==> src/verilog/vxu_seq_pkg.sv <==
package vxu_seq_pkg;

  // Upper bound on the bank count
  localparam int MAX_SLOTS = 8;

  localparam int VLEN_W = 8;
  localparam int REG_W = 5;
  localparam int BREG_W = 7;
  localparam int IMM_W = 16;
  localparam int VIU_FN_W = 6;
  localparam int VAU0_FN_W = 4;

  // Remaining vector length, minus one
  typedef logic [VLEN_W-1:0] vlen_t;

  // Register as fired, then widened into the banked space
  typedef logic [REG_W-1:0] reg_t;
  typedef logic [BREG_W-1:0] breg_t;

  typedef logic [IMM_W-1:0] imm_t;

  typedef logic [VIU_FN_W-1:0] viu_fn_t;
  typedef logic [VAU0_FN_W-1:0] vau0_fn_t;

  // Queue positions in the stall vector
  localparam int QSTALL_VLDQ = 1;
  localparam int QSTALL_VSDQ = 0;

  typedef logic [1:0] qstall_t;

endpackage

==> src/verilog/vxu_seq_ptr.sv <==
`timescale 1ns/100ps

module vxu_seq_ptr
#(
  parameter int n_slots = vxu_seq_pkg::MAX_SLOTS,
  localparam int ptr_w = $clog2(n_slots)
)
(
  input  logic             clk,
  input  logic             reset,
  input  logic [ptr_w:0]   bcnt,
  output logic [ptr_w-1:0] cur_slot,
  output logic [ptr_w-1:0] next_slot
);

  logic [ptr_w:0] succ;

  // Successor wraps at the run-time bank count, not at n_slots
  assign succ = {1'b0, cur_slot} + 1'b1;
  assign next_slot = (succ < bcnt) ? succ[ptr_w-1:0] : '0;

  always_ff @(posedge clk)
  begin
    if (reset)
    begin
      cur_slot <= '0;
    end
    else
    begin
      cur_slot <= next_slot;
    end
  end

  // Pointer stays inside the configured banks once bcnt has settled
  a_ptr_in_range: assert property (
    @(posedge clk) disable iff (reset)
    $stable(bcnt) |-> ({1'b0, cur_slot} < bcnt)
  );

endmodule

==> src/verilog/vxu_seq_field.sv <==
`timescale 1ns/100ps

module vxu_seq_field
#(
  parameter int n_slots = vxu_seq_pkg::MAX_SLOTS,
  parameter type field_t = logic,
  localparam int ptr_w = $clog2(n_slots)
)
(
  input  logic             clk,
  input  logic             wr,
  input  logic [ptr_w-1:0] wr_slot,
  input  field_t           wr_data,
  input  logic [ptr_w-1:0] rd_slot,
  output field_t           rd_data
);

  field_t mem [n_slots];

  // Loaded at fire, held until the slot is reused
  always_ff @(posedge clk)
  begin
    if (wr)
    begin
      mem[wr_slot] <= wr_data;
    end
  end

  assign rd_data = mem[rd_slot];

endmodule

==> src/verilog/vxu_seq_slots.sv <==
`timescale 1ns/100ps

module vxu_seq_slots
#(
  parameter int n_slots = vxu_seq_pkg::MAX_SLOTS,
  localparam int ptr_w = $clog2(n_slots)
)
(
  input  logic                      clk,
  input  logic                      reset,
  input  logic [ptr_w:0]            bcnt,
  input  vxu_seq_pkg::vlen_t        vlen,
  input  vxu_seq_pkg::reg_t         stride,
  input  logic                      fire_viu,
  input  logic                      fire_vau0,
  input  logic                      fire_vlu,
  input  logic                      fire_vsu,
  input  logic                      fire_vs_zero,
  input  logic                      fire_vt_zero,
  input  vxu_seq_pkg::reg_t         fire_vs,
  input  vxu_seq_pkg::reg_t         fire_vt,
  input  vxu_seq_pkg::reg_t         fire_vd,
  input  logic [ptr_w-1:0]          next_slot,
  input  logic [ptr_w-1:0]          cur_slot,
  input  logic                      stall,
  output logic                      cur_val,
  output logic                      cur_last,
  output logic                      cur_viu,
  output logic                      cur_vau0,
  output logic                      cur_vldq,
  output logic                      cur_vsdq,
  output logic [ptr_w-1:0]          seq_cnt,
  output vxu_seq_pkg::vlen_t        seq_utidx,
  output vxu_seq_pkg::breg_t        seq_vs,
  output vxu_seq_pkg::breg_t        seq_vt,
  output vxu_seq_pkg::breg_t        seq_vd,
  output logic                      seq_vs_zero,
  output logic                      seq_vt_zero
);

  logic [n_slots-1:0] slot_val;
  logic [n_slots-1:0] slot_last;
  logic [n_slots-1:0] slot_viu;
  logic [n_slots-1:0] slot_vau0;
  logic [n_slots-1:0] slot_vldq;
  logic [n_slots-1:0] slot_vsdq;
  logic [n_slots-1:0] slot_vs_zero;
  logic [n_slots-1:0] slot_vt_zero;

  vxu_seq_pkg::vlen_t slot_rem [n_slots];
  vxu_seq_pkg::vlen_t slot_utidx [n_slots];
  vxu_seq_pkg::reg_t slot_stride [n_slots];
  vxu_seq_pkg::breg_t slot_vs [n_slots];
  vxu_seq_pkg::breg_t slot_vt [n_slots];
  vxu_seq_pkg::breg_t slot_vd [n_slots];

  logic fire_any;
  logic issue;
  logic [ptr_w:0] bcntm1;
  vxu_seq_pkg::vlen_t rem_next;
  vxu_seq_pkg::breg_t step;

  assign fire_any = fire_viu | fire_vau0 | fire_vlu | fire_vsu;
  assign issue = cur_val & ~stall;
  assign bcntm1 = bcnt - 1'b1;

  // Group size is the remainder, capped at one bank sweep
  assign seq_cnt = (slot_rem[cur_slot] < bcntm1) ? slot_rem[cur_slot][ptr_w-1:0]
                                                 : bcntm1[ptr_w-1:0];
  assign rem_next = slot_rem[cur_slot] - vxu_seq_pkg::vlen_t'(seq_cnt) - 1'b1;
  assign step = vxu_seq_pkg::breg_t'(slot_stride[cur_slot]);

  always_ff @(posedge clk)
  begin
    if (reset)
    begin
      slot_val <= '0;
      slot_last <= '0;
      slot_viu <= '0;
      slot_vau0 <= '0;
      slot_vldq <= '0;
      slot_vsdq <= '0;
    end
    else
    begin
      if (issue)
      begin
        if (slot_last[cur_slot])
        begin
          slot_val[cur_slot] <= 1'b0;
        end
        else if (rem_next < bcnt)
        begin
          slot_last[cur_slot] <= 1'b1;
        end
      end
      if (fire_any)
      begin
        slot_val[next_slot] <= 1'b1;
        slot_last[next_slot] <= vlen < bcnt;
        slot_viu[next_slot] <= fire_viu;
        slot_vau0[next_slot] <= fire_vau0;
        slot_vldq[next_slot] <= fire_vlu;
        slot_vsdq[next_slot] <= fire_vsu;
      end
    end
  end

  always_ff @(posedge clk)
  begin
    if (issue)
    begin
      slot_rem[cur_slot] <= rem_next;
      slot_utidx[cur_slot] <= slot_utidx[cur_slot] + vxu_seq_pkg::vlen_t'(bcnt);
      slot_vs[cur_slot] <= slot_vs[cur_slot] + step;
      slot_vt[cur_slot] <= slot_vt[cur_slot] + step;
      slot_vd[cur_slot] <= slot_vd[cur_slot] + step;
    end
    if (fire_any)
    begin
      slot_rem[next_slot] <= vlen;
      slot_utidx[next_slot] <= '0;
      slot_stride[next_slot] <= stride;
      slot_vs[next_slot] <= vxu_seq_pkg::breg_t'(fire_vs);
      slot_vt[next_slot] <= vxu_seq_pkg::breg_t'(fire_vt);
      slot_vd[next_slot] <= vxu_seq_pkg::breg_t'(fire_vd);
      slot_vs_zero[next_slot] <= fire_vs_zero;
      slot_vt_zero[next_slot] <= fire_vt_zero;
    end
  end

  assign cur_val = slot_val[cur_slot];
  assign cur_last = slot_last[cur_slot];
  assign cur_viu = slot_viu[cur_slot];
  assign cur_vau0 = slot_vau0[cur_slot];
  assign cur_vldq = slot_vldq[cur_slot];
  assign cur_vsdq = slot_vsdq[cur_slot];

  assign seq_utidx = slot_utidx[cur_slot];
  assign seq_vs = slot_vs[cur_slot];
  assign seq_vt = slot_vt[cur_slot];
  assign seq_vd = slot_vd[cur_slot];
  assign seq_vs_zero = slot_vs_zero[cur_slot];
  assign seq_vt_zero = slot_vt_zero[cur_slot];

  a_one_fire: assert property (
    @(posedge clk) disable iff (reset)
    $onehot0({fire_viu, fire_vau0, fire_vlu, fire_vsu})
  );

  // The slot the pointer reaches next must have drained
  a_fire_free_slot: assert property (
    @(posedge clk) disable iff (reset)
    fire_any |-> !slot_val[next_slot]
  );

endmodule

==> src/verilog/vxu_seq_deps.sv <==
`timescale 1ns/100ps

module vxu_seq_deps
#(
  parameter int n_slots = vxu_seq_pkg::MAX_SLOTS,
  localparam int ptr_w = $clog2(n_slots)
)
(
  input  logic                 clk,
  input  logic                 reset,
  input  logic                 fire_viu,
  input  logic                 fire_vau0,
  input  logic                 fire_vlu,
  input  logic                 fire_vsu,
  input  logic [ptr_w-1:0]     next_slot,
  input  logic [ptr_w-1:0]     cur_slot,
  input  logic                 cur_val,
  input  logic                 cur_vldq,
  input  logic                 cur_vsdq,
  input  logic                 vldq_qstall,
  input  logic                 vsdq_qstall,
  output logic                 stall,
  output vxu_seq_pkg::qstall_t seq_stall
);

  logic [n_slots-1:0] dep_vldq;
  logic [n_slots-1:0] dep_vsdq;
  logic vldq_stall_q;
  logic vsdq_stall_q;
  logic use_vldq;
  logic use_vsdq;

  assign use_vldq = cur_val & cur_vldq;
  assign use_vsdq = cur_val & cur_vsdq;

  always_ff @(posedge clk)
  begin
    if (reset)
    begin
      dep_vldq <= '0;
      dep_vsdq <= '0;
    end
    else if (fire_viu | fire_vau0)
    begin
      dep_vldq[next_slot] <= 1'b1;
      dep_vsdq[next_slot] <= 1'b1;
    end
    else if (fire_vlu)
    begin
      // New load releases everyone waiting on the load queue
      dep_vldq <= '0;
      dep_vsdq[next_slot] <= 1'b1;
    end
    else if (fire_vsu)
    begin
      dep_vsdq <= '0;
      dep_vldq[next_slot] <= 1'b1;
    end
  end

  // Stall memory only samples when the visited slot owns the queue
  always_ff @(posedge clk)
  begin
    if (reset)
    begin
      vldq_stall_q <= 1'b0;
      vsdq_stall_q <= 1'b0;
    end
    else
    begin
      if (use_vldq)
      begin
        vldq_stall_q <= vldq_qstall;
      end
      if (use_vsdq)
      begin
        vsdq_stall_q <= vsdq_qstall;
      end
    end
  end

  assign stall = (dep_vldq[cur_slot] & vldq_stall_q)
               | (dep_vsdq[cur_slot] & vsdq_stall_q)
               | (use_vldq & vldq_qstall)
               | (use_vsdq & vsdq_qstall);

  assign seq_stall[vxu_seq_pkg::QSTALL_VLDQ] = vldq_stall_q;
  assign seq_stall[vxu_seq_pkg::QSTALL_VSDQ] = vsdq_stall_q;

endmodule

==> src/verilog/vxu_seq.sv <==
`timescale 1ns/100ps

module vxu_seq
#(
  parameter int n_slots = vxu_seq_pkg::MAX_SLOTS,
  localparam int ptr_w = $clog2(n_slots)
)
(
  input  logic                      clk,
  input  logic                      reset,
  input  logic [ptr_w:0]            bcnt,
  input  vxu_seq_pkg::vlen_t        vlen,
  input  vxu_seq_pkg::reg_t         stride,
  input  logic                      vldq_qstall,
  input  logic                      vsdq_qstall,
  input  logic                      fire_viu,
  input  logic                      fire_vau0,
  input  logic                      fire_vlu,
  input  logic                      fire_vsu,
  input  vxu_seq_pkg::viu_fn_t      fire_fn_viu,
  input  vxu_seq_pkg::vau0_fn_t     fire_fn_vau0,
  input  logic                      fire_vs_zero,
  input  logic                      fire_vt_zero,
  input  vxu_seq_pkg::reg_t         fire_vs,
  input  vxu_seq_pkg::reg_t         fire_vt,
  input  vxu_seq_pkg::reg_t         fire_vd,
  input  vxu_seq_pkg::imm_t         fire_imm,
  output vxu_seq_pkg::qstall_t      seq_stall,
  output logic                      seq_last,
  output logic                      seq_viu,
  output logic                      seq_vau0,
  output logic                      seq_vldq,
  output logic                      seq_vsdq,
  output vxu_seq_pkg::viu_fn_t      seq_fn_viu,
  output vxu_seq_pkg::vau0_fn_t     seq_fn_vau0,
  output logic [ptr_w-1:0]          seq_cnt,
  output vxu_seq_pkg::vlen_t        seq_utidx,
  output logic                      seq_vs_zero,
  output logic                      seq_vt_zero,
  output vxu_seq_pkg::breg_t        seq_vs,
  output vxu_seq_pkg::breg_t        seq_vt,
  output vxu_seq_pkg::breg_t        seq_vd,
  output vxu_seq_pkg::imm_t         seq_imm
);

  logic [ptr_w-1:0] cur_slot;
  logic [ptr_w-1:0] next_slot;
  logic cur_val;
  logic cur_last;
  logic cur_viu;
  logic cur_vau0;
  logic cur_vldq;
  logic cur_vsdq;
  logic stall;
  logic issue;

  vxu_seq_ptr #(.n_slots(n_slots)) u_ptr (
    .clk       (clk),
    .reset     (reset),
    .bcnt      (bcnt),
    .cur_slot  (cur_slot),
    .next_slot (next_slot)
  );

  vxu_seq_slots #(.n_slots(n_slots)) u_slots (
    .clk          (clk),
    .reset        (reset),
    .bcnt         (bcnt),
    .vlen         (vlen),
    .stride       (stride),
    .fire_viu     (fire_viu),
    .fire_vau0    (fire_vau0),
    .fire_vlu     (fire_vlu),
    .fire_vsu     (fire_vsu),
    .fire_vs_zero (fire_vs_zero),
    .fire_vt_zero (fire_vt_zero),
    .fire_vs      (fire_vs),
    .fire_vt      (fire_vt),
    .fire_vd      (fire_vd),
    .next_slot    (next_slot),
    .cur_slot     (cur_slot),
    .stall        (stall),
    .cur_val      (cur_val),
    .cur_last     (cur_last),
    .cur_viu      (cur_viu),
    .cur_vau0     (cur_vau0),
    .cur_vldq     (cur_vldq),
    .cur_vsdq     (cur_vsdq),
    .seq_cnt      (seq_cnt),
    .seq_utidx    (seq_utidx),
    .seq_vs       (seq_vs),
    .seq_vt       (seq_vt),
    .seq_vd       (seq_vd),
    .seq_vs_zero  (seq_vs_zero),
    .seq_vt_zero  (seq_vt_zero)
  );

  vxu_seq_deps #(.n_slots(n_slots)) u_deps (
    .clk         (clk),
    .reset       (reset),
    .fire_viu    (fire_viu),
    .fire_vau0   (fire_vau0),
    .fire_vlu    (fire_vlu),
    .fire_vsu    (fire_vsu),
    .next_slot   (next_slot),
    .cur_slot    (cur_slot),
    .cur_val     (cur_val),
    .cur_vldq    (cur_vldq),
    .cur_vsdq    (cur_vsdq),
    .vldq_qstall (vldq_qstall),
    .vsdq_qstall (vsdq_qstall),
    .stall       (stall),
    .seq_stall   (seq_stall)
  );

  vxu_seq_field #(.n_slots(n_slots), .field_t(vxu_seq_pkg::viu_fn_t)) u_fn_viu (
    .clk     (clk),
    .wr      (fire_viu),
    .wr_slot (next_slot),
    .wr_data (fire_fn_viu),
    .rd_slot (cur_slot),
    .rd_data (seq_fn_viu)
  );

  vxu_seq_field #(.n_slots(n_slots), .field_t(vxu_seq_pkg::vau0_fn_t)) u_fn_vau0 (
    .clk     (clk),
    .wr      (fire_vau0),
    .wr_slot (next_slot),
    .wr_data (fire_fn_vau0),
    .rd_slot (cur_slot),
    .rd_data (seq_fn_vau0)
  );

  // Only the integer unit carries an immediate
  vxu_seq_field #(.n_slots(n_slots), .field_t(vxu_seq_pkg::imm_t)) u_imm (
    .clk     (clk),
    .wr      (fire_viu),
    .wr_slot (next_slot),
    .wr_data (fire_imm),
    .rd_slot (cur_slot),
    .rd_data (seq_imm)
  );

  assign issue = cur_val & ~stall;

  assign seq_last = issue & cur_last;
  assign seq_viu = issue & cur_viu;
  assign seq_vau0 = issue & cur_vau0;
  assign seq_vldq = issue & cur_vldq;
  assign seq_vsdq = issue & cur_vsdq;

endmodule

==> config.mk <==
export PLATFORM = sky130hd
export DESIGN_NAME = vxu_seq
export DESIGN_NICKNAME = d
export VERILOG_FILES = /design/src/verilog/vxu_seq_pkg.sv /design/src/verilog/vxu_seq_ptr.sv /design/src/verilog/vxu_seq_field.sv /design/src/verilog/vxu_seq_slots.sv /design/src/verilog/vxu_seq_deps.sv /design/src/verilog/vxu_seq.sv
export SDC_FILE = /design/constraint.sdc
export NUM_CORES = 1
export LEC_CHECK = 0
export ABC_CLOCK_PERIOD_IN_PS = 16500
export BUFFER_PORTS_ARGS = -buffer_cell sky130_fd_sc_hd__clkbuf_2
export CORE_ASPECT_RATIO = 0.6
export CORE_UTILIZATION = 50
export CTS_BUF_LIST = sky130_fd_sc_hd__clkbuf_8 sky130_fd_sc_hd__clkbuf_16
export DETAILED_ROUTE_END_ITERATION = 8
export GPL_ROUTABILITY_DRIVEN = 0
export PLACE_DENSITY_LB_ADDON = 0.15
export RECOVER_POWER = 25
export SYNTH_ARGS = -nofsm -noshare
export SYNTH_HDL_FRONTEND = slang
export SYNTH_HIERARCHICAL = 1
export SYNTH_SLANG_ARGS = --single-unit
export TNS_END_PERCENT = 50
==> constraint.sdc <==
create_clock -name clk -period 16.5 [get_ports clk]
set_clock_uncertainty 0.05 [all_clocks]
set_input_delay 0 -clock clk [delete_from_list [all_inputs] [get_ports clk]]
set_output_delay 0 -clock clk [all_outputs]
set_load 0.05 [all_outputs]
==> metrics, run 1 <==
status=complete, but fails checks; failing checks=capacitance limit, slew limit; power density cells=195 nW/µm²; Power Internal=approximately 0.0036 W; Final Util=58.0%; Max Cap Viol=2; Primary FF master, synth=edfxtp_1; minimum clock period=9640 ps; Comb power frac=about two fifths; post-synthesis sequential area ratio=~62%; Rel. slew slack=-193%; pin count of the biggest net entering global routing=68; actual slew at the worst max-slew pin=4400 ps; via count=19400; nets@finish=2360; io pins=between 100 and 150; Routed Wire Length=~84000 µm; Setup TNS=0 ps; Die Width=roughly 310 µm; CP required=16690 ps; Synth top cells by count=448 x edfxtp_1, 235 x nand2_1, 181 x dfxtp_1, 179 x a22o_1, 116 x o21ai_0; DR iter-0 viols=2734; P_sw=0.00252 W; Synth Net Count=2204; clock sink count=between 600 and 700; Post-DRT Antenna Nets=0; Clock power frac=between 20% and 30%; Netlist cell types=69; min-delay worst type=in -> reg; pins over their slew limit=100; layout cell share with drive strength beyond 1=14.8%; yosys warns=6; Synth area leaders=edfxtp_1 49%, dfxtp_1 13%, a22o_1 5.7%; core area=54300 µm²; GR peak layer=met1; Leakage=between 10 and 15 nW; most numerous cell in the Yosys netlist=edfxtp_1; switch share=40.9%; met2 usage=about two fifths; Synth area leader=edfxtp_1; final setup violating endpoints=0; clk buf depth=3; clock slew at reported path FFs=around 70 ps; dpl hpwl=51400 µm; DR WL/cell=27.9 µm; global-route wire length before repair=roughly 120000 µm; Mapped Area=27600 µm²; initial antenna violation count=1; die height=184 µm; Worst setup EP type=flip-flop; Syn Area/Cell=13.2 µm²; drt first pass iters=8; Worst Setup Path Type=reg -> reg; dpl cell area=between 20000 and 30000 µm²; highest clock rate=between 100 and 150 MHz; Via-to-Cell Ratio=6.45; maximum vdd drop=0.125 mV; fin crit share=58.5%; Async S/R FF share, synth=0%; row count=66; CTS tree=built; # diodes=0; Post-synth EDFFs=448; Num CTS Buffers=57; met1 Usage GRT=44.4%; register bit total from synthesis=629; met3 Usage GRT=a little under 8%; Worst Path Arrival=9830 ps; die area=56200 µm²; GRT overflow=0; share of the synthesized area in the top cell type=between 40% and 50%; fin area=around 32000 µm²; Syn-to-layout area delta=14.1%; Final Hold Vio Count=0; CP max FO=61; DRC viols=0; sequential power share=between 30 and 40%; GRT Total Usage=29.2%; CP Launch Type=flip-flop; Initial Utilization=50.8%; PortBufs=between 100 and 150; cells after synthesis=about 2100; # H-tree levels=2; fill count=4346; Clock Root Buffer=clkbuf_16; vias in the first global route=18500; Clock Latency Late Sink=a little over 600 ps; setup repair after global routing missed its margin=no
-- power by group through the flow --
stage	Sequential (W)	Clock (W)	Combinational, W
after floorplan	0.00223	0	0.00171
after global placement	0.00229	0	0.00241
after detailed placement	0.00230	0	0.00246
after CTS	0.00227	0.00135	0.00248
after global routing	0.00230	0.00141	0.00268
final	0.00227	0.00134	0.00254
-- logic make-up after synthesis --
logic type | Yosys count | share of synthesized area (%)
and+or+nand+nor | 435 | 6.89
AOI/OAI and AO/OA | 599 | 15.5
adders and majority gates | 41 | 1.99
buffers and inverters | 208 | 3.26
xor gates and xnor gates | 30 | 1.01
DFF | 629 | 61.9
muxes | 153 | 9.51
-- sequential cells by signal (all words and copies together) (netlist names), 32 cells and up --
name                 flops
u_slots/slot_vt         56
u_slots/slot_vs         56
u_slots/slot_stride     40
u_fn_vau0/mem           32
u_slots/slot_rem        64
u_slots/slot_vd         56
u_imm/mem              128
u_slots/slot_utidx      64
u_fn_viu/mem            48
-- per-layer routing --
| layer | share of wire [%] | wire [µm] |
|---|---|---|
| met2 | 42 | 35500 |
| met1 | 44 | 36600 |
| met3 | 12 | 10200 |
| met5 | 0 | 0 |
| met4 | 1.9 | 1640 |
-- through the flow --
step	power [W]	hold slack [ps]	setup slack, ps	instances
2_1_floorplan	0.00394	26.8	10240	2095
3_3_place_gp	0.00470	204	9580	2840
3_5_place_dp	0.00476	214	9470	2840
4_1_cts	0.00610	8.74	9450	3013
5_1_grt	0.00639	164	6430	3013
6_report	0.00615	167	6860	3013
-- area by class of cell --
cell class | count | area, µm² | share of cell area [%]
inverter | 41 | 154 | 0.488
sequential | 629 | 17100 | 54.2
multi-input combinational | 1258 | 9720 | 30.9
tap | 714 | 893 | 2.84
timing repair buffer | 264 | 1740 | 5.54
clock buffer | 71 | 1660 | 5.28
clock inverter | 36 | 245 | 0.778
-- final timing paths --
| path | from | cells past startpoint | slack (ps) | endpoint |
|---|---|---|---|---|
| worst min register to register | u_slots/slot_vd[2][5] | 2 | 400 | u_slots/slot_vd[2][5] |
| worst max-delay path | u_ptr/cur_slot[0] | 17 | 6860 | u_slots/slot_rem[1][1] |
| worst max register to register | u_ptr/cur_slot[0] | 17 | 6860 | u_slots/slot_rem[1][1] |
| worst min-delay path | bcnt[0] | 3 | 170 | u_slots/slot_utidx[6][0] |
-- placed cells by master (no fill, tap or decap), types with 13 or more instances in the layout --
cell and instances:
a21oi_1 94, a221oi_1 31, a22o_1 179, a22oi_1 92, buf_4 63, clkbuf_1 52, clkbuf_16 61, clkbuf_2 83
dfxtp_1 179, dlygate4sd3_1 66, edfxtp_1 448, ha_1 36, inv_1 48, mux2_2 55, mux2i_1 27, mux4_1 51
nand2_1 235, nand3_1 36, nor2_1 62, nor2b_1 15, o21ai_0 117, o21ai_1 13, xnor2_1 18
-- timing repair --
| item | 4_1_cts | 5_1_grt |
|---|---|---|
| setup buffers | 0 | 0 |
| endpoints found under the hold margin | 498 | 0 |
| gates resized for setup | 0 | 0 |
| hold buffers | 66 | 0 |
-- critical path, stage by stage (launching register included) --
cell,delay [ps]
dfxtp_1,1590
clkbuf_1,3180
ha_1,540
xnor2_1,190
inv_1,80
ha_1,300
o211ai_2,70
o21ai_0,640
nor2_1,250
buf_4,270
nor2_1,190
nand2_1,440
clkinv_1,130
buf_4,540
a21oi_2,40
buf_4,260
inv_1,80
buf_4,410
(Power assumes the default switching activity.)
==> inputs of run 2 (changes only) <==
--- a/config.mk
+++ b/config.mk
@@ -5,7 +5,7 @@
 export SDC_FILE = /design/constraint.sdc
 export NUM_CORES = 1
 export LEC_CHECK = 0
-export ABC_CLOCK_PERIOD_IN_PS = 16500
+export ABC_CLOCK_PERIOD_IN_PS = 8300
 export BUFFER_PORTS_ARGS = -buffer_cell sky130_fd_sc_hd__clkbuf_2
 export CORE_ASPECT_RATIO = 0.6
 export CORE_UTILIZATION = 50
==> constraint.sdc (replaced) <==
create_clock -name clk -period 8.3 [get_ports clk]
set_clock_uncertainty 0.05 [all_clocks]
set_input_delay 0 -clock clk [delete_from_list [all_inputs] [get_ports clk]]
set_output_delay 0 -clock clk [all_outputs]
set_load 0.05 [all_outputs]
==> run 2 against run 1 <==
  * The run now ends clean
  * Sequential cell count unchanged
  * Critical endpoint is now u_slots/slot_last[3]
  * Global-route usage up 0.52 points
  * Setup slack worse by 5600 ps
  * Fmax up 37%
  * Utilization up 0.14 points
==> metrics, run 2 (synthesis gave the netlist of run 1 again) <==
GRT overflow=0 (unchanged); setup repair after global routing missed its margin=no (unchanged); maximum vdd drop=0.273 mV (was 0.125 mV); Setup TNS=0 ps (unchanged); Max Cap Viol=0 (was 2); Worst Setup Path Type=reg -> reg (unchanged); row count=66 (unchanged); PortBufs=134 (unchanged); Hold Path Stages=6 (was 3); final setup violating endpoints=0 (unchanged); hold_buf cts=66 (unchanged); Largest Register=u_imm/mem (unchanged); Final Hold Vio Count=0 (unchanged); minimum clock period=7030 ps (was 9640 ps); met3 Usage GRT=8.25% (was 7.94%); Post-DRT Antenna Nets=0 (unchanged); worst reg2reg startpoint=u_ptr/cur_slot[2] (was u_ptr/cur_slot[0]); initial antenna violation count=1 (unchanged); via count=19700 (was 19400); DR WL/cell=28.1 µm (was 27.9 µm); multi-input logic area=9720 µm² (about the same); Worst setup EP type=flip-flop (unchanged); met1 Usage GRT=45.0% (was 44.4%); Worst Path Arrival=7520 ps (was 9830 ps); # H-tree levels=2 (unchanged); actual slew at the worst max-slew pin=1350 ps (was 4400 ps); CTS tree=built (unchanged); met2 usage=42.0% (was 41.6%); die height=184 µm (unchanged); crit-path max cell delay=930 ps (was 3180 ps); critical path depth=23 (was 17); die area=56200 µm² (unchanged); pins over their slew limit=0 (was 100); cells along the critical path=inv_1 > nand2_1 > nor2_2 > a22oi_1 > o211a_1 > inv_1 > ha_1 > o21a_1 > o21ai_0 > a21oi_1 > or4_1 > mux2i_1 > ha_1 > inv_1 > fa_1 > xor2_1 > inv_1 > ha_1 > o21ai_0 > a21oi_1 > nor3_1 > and3b_1 > a41o_1 (was clkbuf_1 > ha_1 > xnor2_1 > inv_1 > ha_1 > o211ai_2 > o21ai_0 > nor2_1 > buf_4 > nor2_1 > nand2_1 > clkinv_1 > buf_4 > a21oi_2 > buf_4 > inv_1 > buf_4); crit path from=u_ptr/cur_slot[2] (was u_ptr/cur_slot[0]); Initial Utilization=50.8% (unchanged); layout cell share with drive strength beyond 1=15.1% (was 14.8%); Leakage=11.2 nW (about the same); DRC viols=0 (unchanged); GRT Total Usage=29.8% (was 29.2%); io pins=135 (unchanged); fin crit share=84.7% (was 58.5%); power density cells=390 nW/µm² (was 195 nW/µm²); Most Frequent Cell on Critical Path=inv_1 (was buf_4); setup repair bufs after CTS=0 (unchanged); Critical path buffers and inverters=4 (was 8); fill count=4355 (was 4346); R2R depth=23 (was 17); max FFs per register=128 (unchanged); Resize count post-CTS=0 (unchanged); Die Width=305 µm (unchanged); Clock Root Buffer=clkbuf_16 (unchanged); clk buf depth=3 (unchanged); most common cell after layout, fill and taps aside=edfxtp_1 (unchanged); clock slew at reported path FFs=70 ps (about the same); Rel. slew slack=9.25% (was -193%); clock sink count=629 (unchanged); biggest regs=u_imm/mem (128), u_slots/slot_rem (64), u_slots/slot_utidx (64) (unchanged); min-delay src=bcnt[3] (was bcnt[0]); nets@finish=2364 (was 2360); area occupied by registers=17100 µm² (about the same); highest clock rate=142 MHz (was 104 MHz); min-delay worst type=in -> reg (unchanged); CP top delay family=simple AND/OR/NAND/NOR gates (was buffers and inverters); vias in the first global route=18900 (was 18500); Num CTS Buffers=58 (was 57); total power=0.0123 W (was 0.00615 W); core area=54300 µm² (unchanged); DR iter-0 viols=2967 (was 2734); Via-to-Cell Ratio=6.53 (was 6.45); pin count of the biggest net entering global routing=63 (was 68); GR peak layer=met1 (unchanged); Syn-to-layout area delta=14.4% (was 14.1%); most frequent cells in the layout=448 x edfxtp_1, 235 x nand2_1, 179 x a22o_1 (was 448 x edfxtp_1, 235 x nand2_1, 179 x a22o_1, 179 x dfxtp_1, 117 x o21ai_0); CP max FO=56 (was 61); CP Launch Type=flip-flop (unchanged); global-route wire length before repair=124000 µm (was 122000 µm); Clock Latency Late Sink=610 ps (about the same); drt first pass iters=6 (was 8); CP required=8790 ps (was 16690 ps); Routed Wire Length=85000 µm (was 84000 µm); status=complete, no violations (was complete, but fails checks); dpl hpwl=52100 µm (was 51400 µm); Critical-path top delay cell=dfxtp_4 (was clkbuf_1)
[run 2: final cells by class]
class / count / area share (%)
inverter: 41 / 0.487
antenna: 2 / 0.0158
multi-input combinational: 1258 / 30.8
clock buffer: 67 / 5.09
sequential: 629 / 54.1
timing repair buffer: 267 / 5.61
clock inverter: 43 / 1.08
tap: 714 / 2.83
[run 2: through the flow]
stage,setup WS [ps],cell area [µm²],utilization [%],hold slack [ps],std cells
after floorplan,2040,27600,-,26.8,2095
after global placement,1660,29000,53.4,203,2843
after detailed placement,1520,29000,53.4,224,2843
after CTS,1480,31600,58.2,19.5,3019
after global routing,946,31600,58.1,263,3019
final,1270,31600,58.1,241,3021
[run 2: worst paths after layout]
check                                to  slack (ps)
setup reg to reg   u_slots/slot_last[3]        1270
setup / recovery   u_slots/slot_last[3]        1270
hold reg to reg   u_slots/slot_vt[5][5]         410
hold / removal        u_ptr/cur_slot[1]         240
[run 2: metal layers]
layer / up-vias / routed length [µm]
met2: 1286 / 35900
met3: 159 / 11400
met1: 9830 / 35800
li1: 8464 / -
met5: - / 0
met4: 0 / 1940
[run 2: report_power, final]
group / internal, W / switching [W]
registers: 0.00425 / 0.000269
logic: 0.00148 / 0.00360
clock network: 0.00154 / 0.00118
total: 0.00726 / 0.00505
[run 2: worst min-delay path: stages]
cell	delay (ps)
clkbuf_2	210
inv_1	100
ha_1	140
a21oi_1	40
o21ai_0	270
nor3_1	70
